## config.mk

```make
export PLATFORM = sky130hd
export DESIGN_NAME = compress_top
export DESIGN_NICKNAME = d
export VERILOG_FILES = /design/src/compress_pkg.sv /design/src/compress_read_ctrl.sv /design/src/compress_unit.sv /design/src/compress_lanes.sv /design/src/compress_packer.sv /design/src/compress_api_port.sv /design/src/compress_top.sv
export VERILOG_INCLUDE_DIRS = /design/src /design/src/src
export SDC_FILE = /design/constraint.sdc
export NUM_CORES = 2
export LEC_CHECK = 0
export ABC_AREA = 1
export BUFFER_PORTS_ARGS = -buffer_cell sky130_fd_sc_hd__buf_2
export CORE_MARGIN = 4
export CORE_UTILIZATION = 40
export CTS_CLUSTER_DIAMETER = 50
export DETAILED_ROUTE_END_ITERATION = 7
export GPL_TIMING_DRIVEN = 1
export PLACE_DENSITY = 0.66
export SLEW_MARGIN = 10
export SYNTH_ARGS = -nofsm -noshare
export SYNTH_HDL_FRONTEND = slang
export SYNTH_SLANG_ARGS = --single-unit
```

## constraint.sdc

```tcl
create_clock -name clk -period 5.5 [get_ports clk]
set_input_delay 0.825 -clock clk [delete_from_list [all_inputs] [get_ports clk]]
set_output_delay 0.825 -clock clk [all_outputs]
set_load 0.005 [all_outputs]
```

## src/compress_consts.svh

```systemverilog
`ifndef COMPRESS_CONSTS_SVH
`define COMPRESS_CONSTS_SVH

// Coefficients fetched from memory per clock
`define COEFF_PER_CLK 4

// ML-KEM modulus and the width it needs
`define Q_VALUE 3329
`define Q_WIDTH 12

// One coefficient memory slot, only the low Q_WIDTH bits carry data
`define REG_SIZE 24

`define MEM_ADDR_WIDTH 14
`define DATA_WIDTH 32

// 256 coefficients at four per read
`define READS_PER_POLY 64

// Packer storage and the fill level that pauses the reader
`define PACK_CAPACITY 192
`define PACK_FULL_LEVEL 48

`endif

```

## src/compress_pkg.sv

```systemverilog
`default_nettype none

`include "compress_consts.svh"

package compress_pkg;

    typedef logic [`Q_WIDTH-1:0] coeff_t;

    typedef logic [`MEM_ADDR_WIDTH-1:0] mem_addr_t;

    typedef logic [`DATA_WIDTH-1:0] api_word_t;

    // Four lanes of up to 12 bits each
    typedef logic [`COEFF_PER_CLK*`Q_WIDTH-1:0] chunk_t;

    // Fill level of the packer, or the width of one chunk
    typedef logic [7:0] bit_count_t;

    // Output width d of the compression
    typedef enum logic [1:0] {
        compress1  = 2'd0,
        compress5  = 2'd1,
        compress11 = 2'd2,
        compress12 = 2'd3
    } compress_mode_t;

endpackage

`default_nettype wire

```

## src/compress_read_ctrl.sv

```systemverilog
`timescale 1ns/1ps
`default_nettype none

`include "compress_consts.svh"

module compress_read_ctrl (
    input  wire                       clk,
    input  wire                       reset_n,
    input  wire                       zeroize_i,
    input  wire                       start_i,
    input  wire [2:0]                 num_poly_i,
    input  compress_pkg::mem_addr_t   src_base_addr_i,
    input  wire                       pause_i,
    output logic                      mem_rd_en_o,
    output compress_pkg::mem_addr_t   mem_rd_addr_o,
    output logic                      rd_valid_o,
    output logic                      read_done_o
);

    localparam int RD_CNT_W = $clog2(`READS_PER_POLY);

    typedef enum logic [1:0] {idle, reading, done} rd_state_t;

    rd_state_t           state;
    logic [RD_CNT_W-1:0] rd_cnt;
    logic [2:0]          poly_cnt;

    // A read goes out every cycle of the reading state unless the packer is full
    assign mem_rd_en_o = (state == reading) && !pause_i;
    assign read_done_o = (state == done);

    always_ff @(posedge clk or negedge reset_n) begin
        if (!reset_n) begin
            state         <= idle;
            rd_cnt        <= '0;
            poly_cnt      <= '0;
            mem_rd_addr_o <= '0;
            rd_valid_o    <= 1'b0;
        end else if (zeroize_i) begin
            state         <= idle;
            rd_cnt        <= '0;
            poly_cnt      <= '0;
            mem_rd_addr_o <= '0;
            rd_valid_o    <= 1'b0;
        end else begin
            // Memory answers one cycle after the request
            rd_valid_o <= mem_rd_en_o;
            if (start_i) begin
                state         <= reading;
                rd_cnt        <= '0;
                poly_cnt      <= '0;
                mem_rd_addr_o <= src_base_addr_i;
            end else if (mem_rd_en_o) begin
                mem_rd_addr_o <= mem_rd_addr_o + 1'b1;
                rd_cnt        <= rd_cnt + 1'b1;
                if (rd_cnt == RD_CNT_W'(`READS_PER_POLY - 1)) begin
                    if (poly_cnt == num_poly_i - 3'd1) begin
                        state <= done;
                    end else begin
                        poly_cnt <= poly_cnt + 3'd1;
                    end
                end
            end
        end
    end

    // A paused cycle issues nothing and leaves the address for the retry
    pause_holds_read: assert property (@(posedge clk) disable iff (!reset_n)
        (state == reading && pause_i && !start_i && !zeroize_i)
            |=> ($stable(mem_rd_addr_o) && !rd_valid_o));

endmodule

`default_nettype wire

```

## src/compress_unit.sv

```systemverilog
`timescale 1ns/1ps
`default_nettype none

`include "compress_consts.svh"

module compress_unit (
    input  compress_pkg::coeff_t         op_i,
    input  compress_pkg::compress_mode_t mode_i,
    output compress_pkg::coeff_t         op_o
);

    import compress_pkg::*;

    // Wide enough for x * 2^11 plus q/2
    localparam int NUM_W = 2 * `Q_WIDTH;

    logic [NUM_W-1:0] scaled;
    logic [NUM_W-1:0] quot;

    always_comb begin
        scaled = NUM_W'(op_i);
        unique case (mode_i)
            compress1:  scaled = NUM_W'(op_i) << 1;
            compress5:  scaled = NUM_W'(op_i) << 5;
            compress11: scaled = NUM_W'(op_i) << 11;
            compress12: scaled = NUM_W'(op_i);
        endcase
        // Adding q/2 before the division rounds to nearest
        quot = (scaled + NUM_W'(`Q_VALUE / 2)) / NUM_W'(`Q_VALUE);
    end

    // Keeping only d bits gives the mod 2^d
    always_comb begin
        op_o = op_i;
        unique case (mode_i)
            compress1:  op_o = coeff_t'(quot[0]);
            compress5:  op_o = coeff_t'(quot[4:0]);
            compress11: op_o = coeff_t'(quot[10:0]);
            compress12: op_o = op_i;
        endcase
    end

endmodule

`default_nettype wire

```

## src/compress_lanes.sv

```systemverilog
`timescale 1ns/1ps
`default_nettype none

`include "compress_consts.svh"

module compress_lanes (
    input  wire                                   clk,
    input  wire                                   reset_n,
    input  wire                                   zeroize_i,
    input  compress_pkg::compress_mode_t          mode_i,
    input  wire                                   valid_i,
    input  wire [`COEFF_PER_CLK-1:0][`REG_SIZE-1:0] data_i,
    output compress_pkg::chunk_t                  chunk_o,
    output compress_pkg::bit_count_t              chunk_bits_o
);

    import compress_pkg::*;

    coeff_t     coeff [`COEFF_PER_CLK];
    coeff_t     res   [`COEFF_PER_CLK];
    chunk_t     chunk_d;
    bit_count_t bits_d;

    for (genvar i = 0; i < `COEFF_PER_CLK; i++) begin : g_lane
        assign coeff[i] = data_i[i][`Q_WIDTH-1:0];

        compress_unit i_compress_unit (
            .op_i   (coeff[i]),
            .mode_i (mode_i),
            .op_o   (res[i])
        );

        // Memory content must already be reduced mod q
        coeff_in_range: assert property (@(posedge clk) disable iff (!reset_n)
            valid_i |-> (coeff[i] < `Q_WIDTH'(`Q_VALUE)));
    end

    // Lane 0 sits in the lowest bits, upper bits stay zero
    always_comb begin
        chunk_d = {res[3], res[2], res[1], res[0]};
        bits_d  = bit_count_t'(`COEFF_PER_CLK * `Q_WIDTH);
        unique case (mode_i)
            compress1: begin
                chunk_d = chunk_t'({res[3][0], res[2][0], res[1][0], res[0][0]});
                bits_d  = bit_count_t'(`COEFF_PER_CLK * 1);
            end
            compress5: begin
                chunk_d = chunk_t'({res[3][4:0], res[2][4:0], res[1][4:0], res[0][4:0]});
                bits_d  = bit_count_t'(`COEFF_PER_CLK * 5);
            end
            compress11: begin
                chunk_d = chunk_t'({res[3][10:0], res[2][10:0], res[1][10:0], res[0][10:0]});
                bits_d  = bit_count_t'(`COEFF_PER_CLK * 11);
            end
            compress12: begin
                chunk_d = {res[3], res[2], res[1], res[0]};
                bits_d  = bit_count_t'(`COEFF_PER_CLK * `Q_WIDTH);
            end
        endcase
    end

    // A zero width tells the packer there is nothing to take
    always_ff @(posedge clk or negedge reset_n) begin
        if (!reset_n) begin
            chunk_o      <= '0;
            chunk_bits_o <= '0;
        end else if (zeroize_i) begin
            chunk_o      <= '0;
            chunk_bits_o <= '0;
        end else begin
            chunk_o      <= chunk_d;
            chunk_bits_o <= valid_i ? bits_d : '0;
        end
    end

endmodule

`default_nettype wire

```

## src/compress_packer.sv

```systemverilog
`timescale 1ns/1ps
`default_nettype none

`include "compress_consts.svh"

module compress_packer (
    input  wire                      clk,
    input  wire                      reset_n,
    input  wire                      zeroize_i,
    input  compress_pkg::chunk_t     chunk_i,
    input  compress_pkg::bit_count_t chunk_bits_i,
    output logic                     full_o,
    output logic                     word_valid_o,
    output compress_pkg::api_word_t  word_o,
    output logic                     empty_o
);

    import compress_pkg::*;

    localparam int CAP = `PACK_CAPACITY;

    logic [CAP-1:0] acc;
    logic [CAP-1:0] acc_next;
    bit_count_t     count;
    bit_count_t     count_kept;
    bit_count_t     count_next;
    chunk_t         chunk_masked;

    // Stored bits are kept right aligned, so the oldest word is always at the bottom
    assign word_valid_o = (count >= bit_count_t'(`DATA_WIDTH));
    assign word_o       = acc[`DATA_WIDTH-1:0];
    assign full_o       = (count >= bit_count_t'(`PACK_FULL_LEVEL));
    assign empty_o      = (count == '0);

    always_comb begin
        // Chunk bits above the reported width are not trusted
        chunk_masked = chunk_i & ~({$bits(chunk_t){1'b1}} << chunk_bits_i);
        if (word_valid_o) begin
            acc_next   = acc >> `DATA_WIDTH;
            count_kept = count - bit_count_t'(`DATA_WIDTH);
        end else begin
            acc_next   = acc;
            count_kept = count;
        end
        // New chunk lands just above what stays behind
        acc_next   = acc_next | (CAP'(chunk_masked) << count_kept);
        count_next = count_kept + chunk_bits_i;
    end

    always_ff @(posedge clk or negedge reset_n) begin
        if (!reset_n) begin
            acc   <= '0;
            count <= '0;
        end else if (zeroize_i) begin
            acc   <= '0;
            count <= '0;
        end else begin
            acc   <= acc_next;
            count <= count_next;
        end
    end

    // Holds only if the reader stops soon enough after full rises
    capacity_ok: assert property (@(posedge clk) disable iff (!reset_n)
        count_next <= bit_count_t'(CAP));

endmodule

`default_nettype wire

```

## src/compress_api_port.sv

```systemverilog
`timescale 1ns/1ps
`default_nettype none

`include "compress_consts.svh"

module compress_api_port (
    input  wire                       clk,
    input  wire                       reset_n,
    input  wire                       zeroize_i,
    input  wire                       start_i,
    input  compress_pkg::mem_addr_t   dest_base_addr_i,
    input  wire                       compare_mode_i,
    input  wire                       word_valid_i,
    input  compress_pkg::api_word_t   word_i,
    input  compress_pkg::api_word_t   api_rd_data_i,
    output logic                      api_wr_en_o,
    output logic                      api_rd_en_o,
    output compress_pkg::mem_addr_t   api_addr_o,
    output compress_pkg::api_word_t   api_wr_data_o,
    output logic                      compare_failed_o,
    output logic                      pending_o
);

    import compress_pkg::*;

    logic      cmp_valid;
    api_word_t cmp_word;

    // Each packed word is taken in the cycle it appears
    assign api_wr_en_o   = word_valid_i && !compare_mode_i;
    assign api_rd_en_o   = word_valid_i && compare_mode_i;
    assign api_wr_data_o = word_i;

    always_ff @(posedge clk or negedge reset_n) begin
        if (!reset_n) begin
            api_addr_o <= '0;
            cmp_valid  <= 1'b0;
            cmp_word   <= '0;
        end else if (zeroize_i) begin
            api_addr_o <= '0;
            cmp_valid  <= 1'b0;
            cmp_word   <= '0;
        end else begin
            cmp_valid <= api_rd_en_o;
            // Expected word waits one cycle for the read data
            if (api_rd_en_o) begin
                cmp_word <= word_i;
            end
            if (start_i) begin
                api_addr_o <= dest_base_addr_i;
            end else if (api_wr_en_o || api_rd_en_o) begin
                api_addr_o <= api_addr_o + 1'b1;
            end
        end
    end

    assign compare_failed_o = cmp_valid && (cmp_word != api_rd_data_i);
    assign pending_o        = cmp_valid;

endmodule

`default_nettype wire

```

## src/compress_top.sv

```systemverilog
`timescale 1ns/1ps
`default_nettype none

`include "compress_consts.svh"

module compress_top (
    input  wire                                   clk,
    input  wire                                   reset_n,
    input  wire                                   zeroize_i,
    input  wire                                   compress_enable_i,
    input  compress_pkg::compress_mode_t          mode_i,
    input  wire                                   compare_mode_i,
    input  wire [2:0]                             num_poly_i,
    input  compress_pkg::mem_addr_t               src_base_addr_i,
    input  compress_pkg::mem_addr_t               dest_base_addr_i,
    input  wire [`COEFF_PER_CLK-1:0][`REG_SIZE-1:0] mem_rd_data_i,
    input  compress_pkg::api_word_t               api_rd_data_i,
    output logic                                  mem_rd_en_o,
    output compress_pkg::mem_addr_t               mem_rd_addr_o,
    output logic                                  api_wr_en_o,
    output logic                                  api_rd_en_o,
    output compress_pkg::mem_addr_t               api_addr_o,
    output compress_pkg::api_word_t               api_wr_data_o,
    output logic                                  compare_failed_o,
    output logic                                  compress_done_o
);

    import compress_pkg::*;

    logic       busy;
    logic       rd_valid;
    logic       read_done;
    chunk_t     chunk;
    bit_count_t chunk_bits;
    logic       pack_full;
    logic       pack_empty;
    logic       word_valid;
    api_word_t  word;
    logic       cmp_pending;

    // Done once every stage of the pipeline has drained
    assign compress_done_o = busy && read_done && !mem_rd_en_o && !rd_valid
                             && (chunk_bits == '0) && pack_empty && !cmp_pending;

    always_ff @(posedge clk or negedge reset_n) begin
        if (!reset_n) begin
            busy <= 1'b0;
        end else if (zeroize_i) begin
            busy <= 1'b0;
        end else if (compress_enable_i) begin
            busy <= 1'b1;
        end else if (compress_done_o) begin
            busy <= 1'b0;
        end
    end

    compress_read_ctrl i_compress_read_ctrl (
        .clk             (clk),
        .reset_n         (reset_n),
        .zeroize_i       (zeroize_i),
        .start_i         (compress_enable_i),
        .num_poly_i      (num_poly_i),
        .src_base_addr_i (src_base_addr_i),
        .pause_i         (pack_full),
        .mem_rd_en_o     (mem_rd_en_o),
        .mem_rd_addr_o   (mem_rd_addr_o),
        .rd_valid_o      (rd_valid),
        .read_done_o     (read_done)
    );

    compress_lanes i_compress_lanes (
        .clk          (clk),
        .reset_n      (reset_n),
        .zeroize_i    (zeroize_i),
        .mode_i       (mode_i),
        .valid_i      (rd_valid),
        .data_i       (mem_rd_data_i),
        .chunk_o      (chunk),
        .chunk_bits_o (chunk_bits)
    );

    compress_packer i_compress_packer (
        .clk          (clk),
        .reset_n      (reset_n),
        .zeroize_i    (zeroize_i),
        .chunk_i      (chunk),
        .chunk_bits_i (chunk_bits),
        .full_o       (pack_full),
        .word_valid_o (word_valid),
        .word_o       (word),
        .empty_o      (pack_empty)
    );

    compress_api_port i_compress_api_port (
        .clk              (clk),
        .reset_n          (reset_n),
        .zeroize_i        (zeroize_i),
        .start_i          (compress_enable_i),
        .dest_base_addr_i (dest_base_addr_i),
        .compare_mode_i   (compare_mode_i),
        .word_valid_i     (word_valid),
        .word_i           (word),
        .api_rd_data_i    (api_rd_data_i),
        .api_wr_en_o      (api_wr_en_o),
        .api_rd_en_o      (api_rd_en_o),
        .api_addr_o       (api_addr_o),
        .api_wr_data_o    (api_wr_data_o),
        .compare_failed_o (compare_failed_o),
        .pending_o        (cmp_pending)
    );

    // API memory sees either a write or a compare read, never both
    api_rw_exclusive: assert property (@(posedge clk) disable iff (!reset_n)
        !(api_wr_en_o && api_rd_en_o));

endmodule

`default_nettype wire

```

# Word-level counts from Yosys, hierarchy flattened

Cells that the tools add are included.

Register bits after elaboration: 330
Latch bits: 0
Bits in writable memories: 0
ROM bits: 0
Bits of input ports: 166
Output and inout port bits: 65
Logic and storage cells: 114
Memories: 0

$add $sub $neg: 11
Multipliers: 0
Divide/modulo/power cells: 4
$lt $le $gt $ge: 2
Equal/unequal tests: 9
Shift-type cells: 2
Mux-type cells: 43
Bitwise gates (word level): 3
Reduce and logical (&&, ||, !) cells: 27

Operators with widths:

| kind                   | count |
|---|---|
| $mux 192               | 2 |
| $pmux 24 s4            | 4 |
| $or 192x192->192       | 1 |
| $pmux 48 s4            | 1 |
| $shl 48x8->192         | 1 |
| $pmux 12 s3            | 4 |
| $add 24x11->24 const B | 4 |
| $div 24x12->24 const B | 4 |
| $mux 14                | 6 |
| $mux 32                | 2 |
| $and 48x48->48         | 1 |
| $mux 48                | 1 |
| $not 48->48            | 1 |
| $shl 48x8->48 const A  | 1 |
| $mux 8                 | 4 |
| $ne 32x32->1           | 1 |
| $pmux 8 s4             | 1 |
| $add 14x1->14 const B  | 2 |
| $mux 6                 | 3 |
| $ge 8x6->1 const B     | 2 |
| $logic_not 8->1        | 2 |
| $mux 3                 | 5 |
| $reduce_bool 3->1      | 5 |
| $logic_and 1x1->1      | 10 |
| other kinds (17)       | 33 |

# Depth between registers and ports, before layout

Depth in word-level cells: 12
Depth in mapped cells: 102

# By module

A second synthesis with hierarchy kept.

Cells, all modules: 7914
Area, all modules: 45690.1 um^2

By module, submodules not included:

| module                                                          | times used | cells each | area an instance (um^2) | seq. area each (um^2) |
|---|---|---|---|---|
| compress_unit at i_compress_lanes.g_lane[0].i_compress_unit ... | 3          | 1191       | 6042.0                  | 0.0 |
| compress_packer                                                 | 1          | 2295       | 15109.5                 | 5004.8 |
| compress_unit at i_compress_lanes.g_lane[1].i_compress_unit     | 1          | 1069       | 5326.4                  | 0.0 |
| compress_api_port                                               | 1          | 468        | 3101.7                  | 1176.1 |
| compress_lanes                                                  | 1          | 250        | 2169.6                  | 1301.2 |
| compress_read_ctrl                                              | 1          | 240        | 1762.9                  | 650.6 |
| compress_top                                                    | 1          | 19         | 93.8                    | 25.0 |

# Worst setup path before layout

No wires, ideal clock.

Kind: input to register
From: input port mode_i[0]
To: register i_compress_lanes.chunk_o[1]
Data arrival time: 10.101 ns
Slack: -4.718 ns
Stages: 96
Buffers on the path: 13
Cell sequence: buf_6 nor2_2 buf_6 clkbuf_8 nand2_1 a21boi_0 ha_1 nor2_2 nand2_2 buf_6 nand3_1 nand2_1 nand2_2 nand3_1 nor2_2 nand3_2 nand2_4 nand2_4 (+60 left out) nand2_1 inv_1 ha_1 inv_1 nand4_1 nor2_2 nand3_2 nand2_2 nand3_4 buf_6 nand2_2 nand2_1 a21oi_1 nand3_1 nand2_1 nand2_2 o21ai_1 inv_1

Longest elaborated chain between the ends: 7
Elaborated cells on any way between the ends: 14
Classes of those cells: 2 x add/sub; 2 x div; 3 x eq/ne; 6 x mux; 1 x reduce/logical

RTL lines:

| item                               | line                                                           | RTL |
|---|---|---|
| start, declared                    | compress_top.sv:11                                             | `input compress_pkg::compress_mode_t mode_i,` |
| $eq 2x2->1 (tied with other cells) | compress_unit.sv:22, compress_unit.sv:35, compress_lanes.sv:42 |  |
| $pmux 24 s4                        | compress_unit.sv:22                                            | `unique case (mode_i)` |
| $add 24x11->24                     | compress_unit.sv:29                                            | `` quot = (scaled + NUM_W'(`Q_VALUE / 2)) / NUM_W'(`Q_VALUE); `` |
| $div 24x12->24                     | compress_unit.sv:29                                            |  |
| $pmux 12 s3                        | compress_unit.sv:35                                            | `unique case (mode_i)` |
| $pmux 48 s4 (*)                    | compress_lanes.sv:42                                           | `unique case (mode_i)` |
| $mux 48 (*)                        | compress_lanes.sv:67                                           | `end else if (zeroize_i) begin` |
| end signal, assigned               | compress_lanes.sv:71                                           | `chunk_o <= chunk_d;` |
| end, declared                      | compress_lanes.sv:13                                           | `output compress_pkg::chunk_t chunk_o,` |

Every way passes the cells marked *; elsewhere a longest branch is shown, timed or not. The select of a mux whose other input is x is not followed.
A chain may end at the register's enable or synchronous reset.

# Worst setup path in the final report

From: input port mode_i[1]
To: register i_compress_lanes.chunk_o[11]

Same word-level chain as after synthesis.

==> impl_metrics.env <==
export IMPL_hold_class="input pin to async pin"
export IMPL_antenna_found_initial=3
export IMPL_chipWidth_um=326.7
export IMPL_r2r_start="i_compress_lanes.chunk_bits_o[5]"
export IMPL_cp_slowest_cell="a21oi_4"
export IMPL_final_setup_viol_count=34
export IMPL_cp_end_kind="flop"
export IMPL_port_buffers=182
export IMPL_critPathLaunch="mode_i[1]"
export IMPL_cap_viol_max_count=0
export IMPL_viasPerCell=5.090
export IMPL_die_y_um=326.7
export IMPL_cts_sinks=324
export IMPL_cts_buffers=38
export IMPL_initial_core_util=0.4044
export IMPL_drtPass1Iterations=7
export IMPL_layout_nets=8479
export IMPL_final_max_slew_violation_count=0
export IMPL_worstPathArrival_ns=10.35
export IMPL_path_common_cell="nand2_4"
export IMPL_final_util=0.5949
export IMPL_clock_latency_ns=0.59
export IMPL_htreeDepth=2
export IMPL_violations="negative setup slack"
export IMPL_timing_rr_end="i_compress_packer.acc[118]"
export IMPL_synth_edff_count=0
export IMPL_ys_ff_latch=324
export IMPL_ys_types=79
export IMPL_grt_total_usage=0.2452
export IMPL_grt_first_pass_wirelength_mm=224.2
export IMPL_synth_fp_nets=6911
export IMPL_hold_slack_ns=0.2278
export IMPL_status="finished, violations left"
export IMPL_finClkSkew_ns=0.03976
export IMPL_endpoint="i_compress_lanes.chunk_o[11]"
export IMPL_required_ns=5.98
export IMPL_drive_gt1_frac=0.3937
export IMPL_finalHoldViolCount=0
export IMPL_place_gp_congestion=0.9580
export IMPL_cts_hold_buf=0
export IMPL_async_flop_share=1.000
export IMPL_fillers=9049
export IMPL_synth_ff_type="dfrtp_1"
export IMPL_clk_pin_slew_worst_paths_ns=0.06
export IMPL_rows=116
export IMPL_cp_start_kind="input pin"
export IMPL_synth_avg_cell_area_um2=6.046
export IMPL_regToRegSetupSlack_ns=2.13
export IMPL_cp_max_fo=8
export IMPL_fmax_mhz=101.3
export IMPL_dieArea_mm2=0.1067
export IMPL_drt_iter0_markers=3780
export IMPL_final_cell_mix="nand2_1 (1931), buf_4 (1474), inv_1 (645)"
export IMPL_synthCells=6718
export IMPL_relSlewSlack=0.3022
export IMPL_fin_crit_ns=9.873
export IMPL_overflow=0
export IMPL_rr_worst_depth=14
export IMPL_max_stage_delay_ns=0.29
export IMPL_cts_buffer_depth=3
export IMPL_regArea_mm2=0.008109
export IMPL_setup_worst_path_class="input pin to flop"
export IMPL_postRouteAntennaNets=0
export IMPL_final_common_cell="nand2_1"
export IMPL_final_period_utilization=1.795
export IMPL_yosysSeqAreaShare=0.1996
export IMPL_ios=231
export IMPL_dpl_hpwl_mm=102.1
export IMPL_syn2layout_area_growth_pct=47.08
export IMPL_cts_root_buf="clkbuf_16"
export IMPL_num_vias=49240
export IMPL_drt_wl_total_mm=140.0
export IMPL_tightest_slew_ns=1.047
export IMPL_grt_pass1_vias=45760
export IMPL_multi_input_area_mm2=0.03180
export IMPL_grt_start_max_net_pins=208
export IMPL_cts_tree="yes"
export IMPL_rsz0062_at_grt="yes"
export IMPL_ys_warn_count=0
export IMPL_coreArea_mm2=0.1004
export IMPL_drc=0
export IMPL_wl_per_cell_um=14.48
export IMPL_setup_ws_ns=-4.373
export IMPL_netlist_area_mm2=0.04062
[cell usage after synthesis (61+ instances only)]
cell type / count / area [um2]
dfrtp_1: 324 / 8108
nand2_2: 282 / 1764
o21ai_0: 355 / 1777
xor2_1: 131 / 1147
nand2_1: 2166 / 8130
a31oi_1: 105 / 656.9
inv_1: 692 / 2597
a21oi_1: 203 / 1016
clkbuf_1: 145 / 544.3
inv_2: 61 / 229.0
nand4_1: 142 / 888.4
nand2_4: 100 / 1126
nor2_2: 74 / 462.9
nand3_2: 85 / 850.8
nand3_1: 588 / 2943
nor2_1: 568 / 2132
[repair_timing]
action	4_1_cts	5_1_grt
setup buffers	159	84
gates cloned	32	6
endpoints found under the hold margin	0	0
pin swaps	250	349
endpoints found under the setup margin	34	34
gates resized for setup	508	443
[cell type report]
type,instances,share of cell area
Clock buffer,51,0.01807
Inverter,787,0.05194
Timing Repair Buffer,1776,0.2295
Clock inverter,18,0.003916
Sequential cell,324,0.1357
Multi-Input combinational cell,5358,0.5323
Tap cell,1357,0.02842
Timing Repair inverter,1,0.0001047
Antenna cell,2,0.00008377
[state kept, by name, indices dropped and copies added (netlist names)]
signal,flops
busy,1
i_compress_api_port.api_addr_o,14
i_compress_api_port.cmp_word,32
i_compress_api_port.pending_o,1
i_compress_lanes.chunk_bits_o,4
i_compress_lanes.chunk_o,48
i_compress_packer.acc,192
i_compress_packer.count,6
i_compress_read_ctrl.mem_rd_addr_o,14
i_compress_read_ctrl.poly_cnt,3
i_compress_read_ctrl.rd_cnt,6
i_compress_read_ctrl.rd_valid_o,1
i_compress_read_ctrl.state,2
[worst max-delay path, delay by kind of cell]
kind | cells | cell delay, ns
fa+ha+maj | 1 | 0.14
xor+xnor | 1 | 0.21
buf+inv | 15 | 1.57
simple gates | 64 | 6.69
compound gates | 4 | 0.85
[how the worst min path moves through the flow]
| stage | depth (start not counted) | slack (ns) | endpoint | from |
|---|---|---|---|---|
| 2_1_floorplan | 1 | 0.46 | i_compress_read_ctrl.rd_cnt[3] | i_compress_read_ctrl.rd_cnt[3] |
| 3_3_place_gp | 1 | 0.47 | i_compress_read_ctrl.rd_cnt[3] | i_compress_read_ctrl.rd_cnt[3] |
| 3_5_place_dp | 2 | 0.49 | i_compress_api_port.cmp_word[12] | i_compress_packer.acc[12] |
| 4_1_cts | 1 | 0.26 | i_compress_api_port.cmp_word[17] | reset_n |
| 5_1_grt | 1 | 0.30 | i_compress_api_port.cmp_word[17] | reset_n |
| 6_report | 1 | 0.23 | i_compress_api_port.cmp_word[17] | reset_n |
[through the flow]
step | setup TNS [ns] | instances | area, um2 | worst slack, ns
final | -100.34 | 9674 | 59750 | -4.373
after global routing | -117.94 | 9673 | 59740 | -4.912
after CTS | -92.38 | 9584 | 57250 | -3.981
after detailed placement | -134.16 | 9324 | 52250 | -5.361
after global placement | -124.34 | 9324 | 52250 | -5.056
after floorplan | -104.57 | 6718 | 41080 | -4.605
[per-layer routing]
layer | GRT usage | routed length, um | share of wire | vias to the layer above
li1 | - | - | - | 24840
met1 | 0.3296 | 61170 | 0.44 | 22710
met2 | 0.4195 | 67000 | 0.48 | 1446
met3 | 0.02561 | 7960 | 0.057 | 241
met4 | 0.06502 | 3913 | 0.028 | 0
met5 | 0 | 0 | 0 | -
[cells by family after synthesis]
| kind of cell | after synthesis | share of synthesized area |
|---|---|---|
| muxes | 19 | 0.004682 |
| buffers and inverters | 1069 | 0.1208 |
| adders and majority gates | 27 | 0.008501 |
| DFF | 324 | 0.1996 |
| and+or+nand+nor | 4194 | 0.4925 |
| xor gates and xnor gates | 177 | 0.03955 |
| AOI/OAI and AO/OA | 908 | 0.1344 |
Power is not shown: default switching activity piles up to over one toggle a cycle in this logic, so the estimate is an artifact.
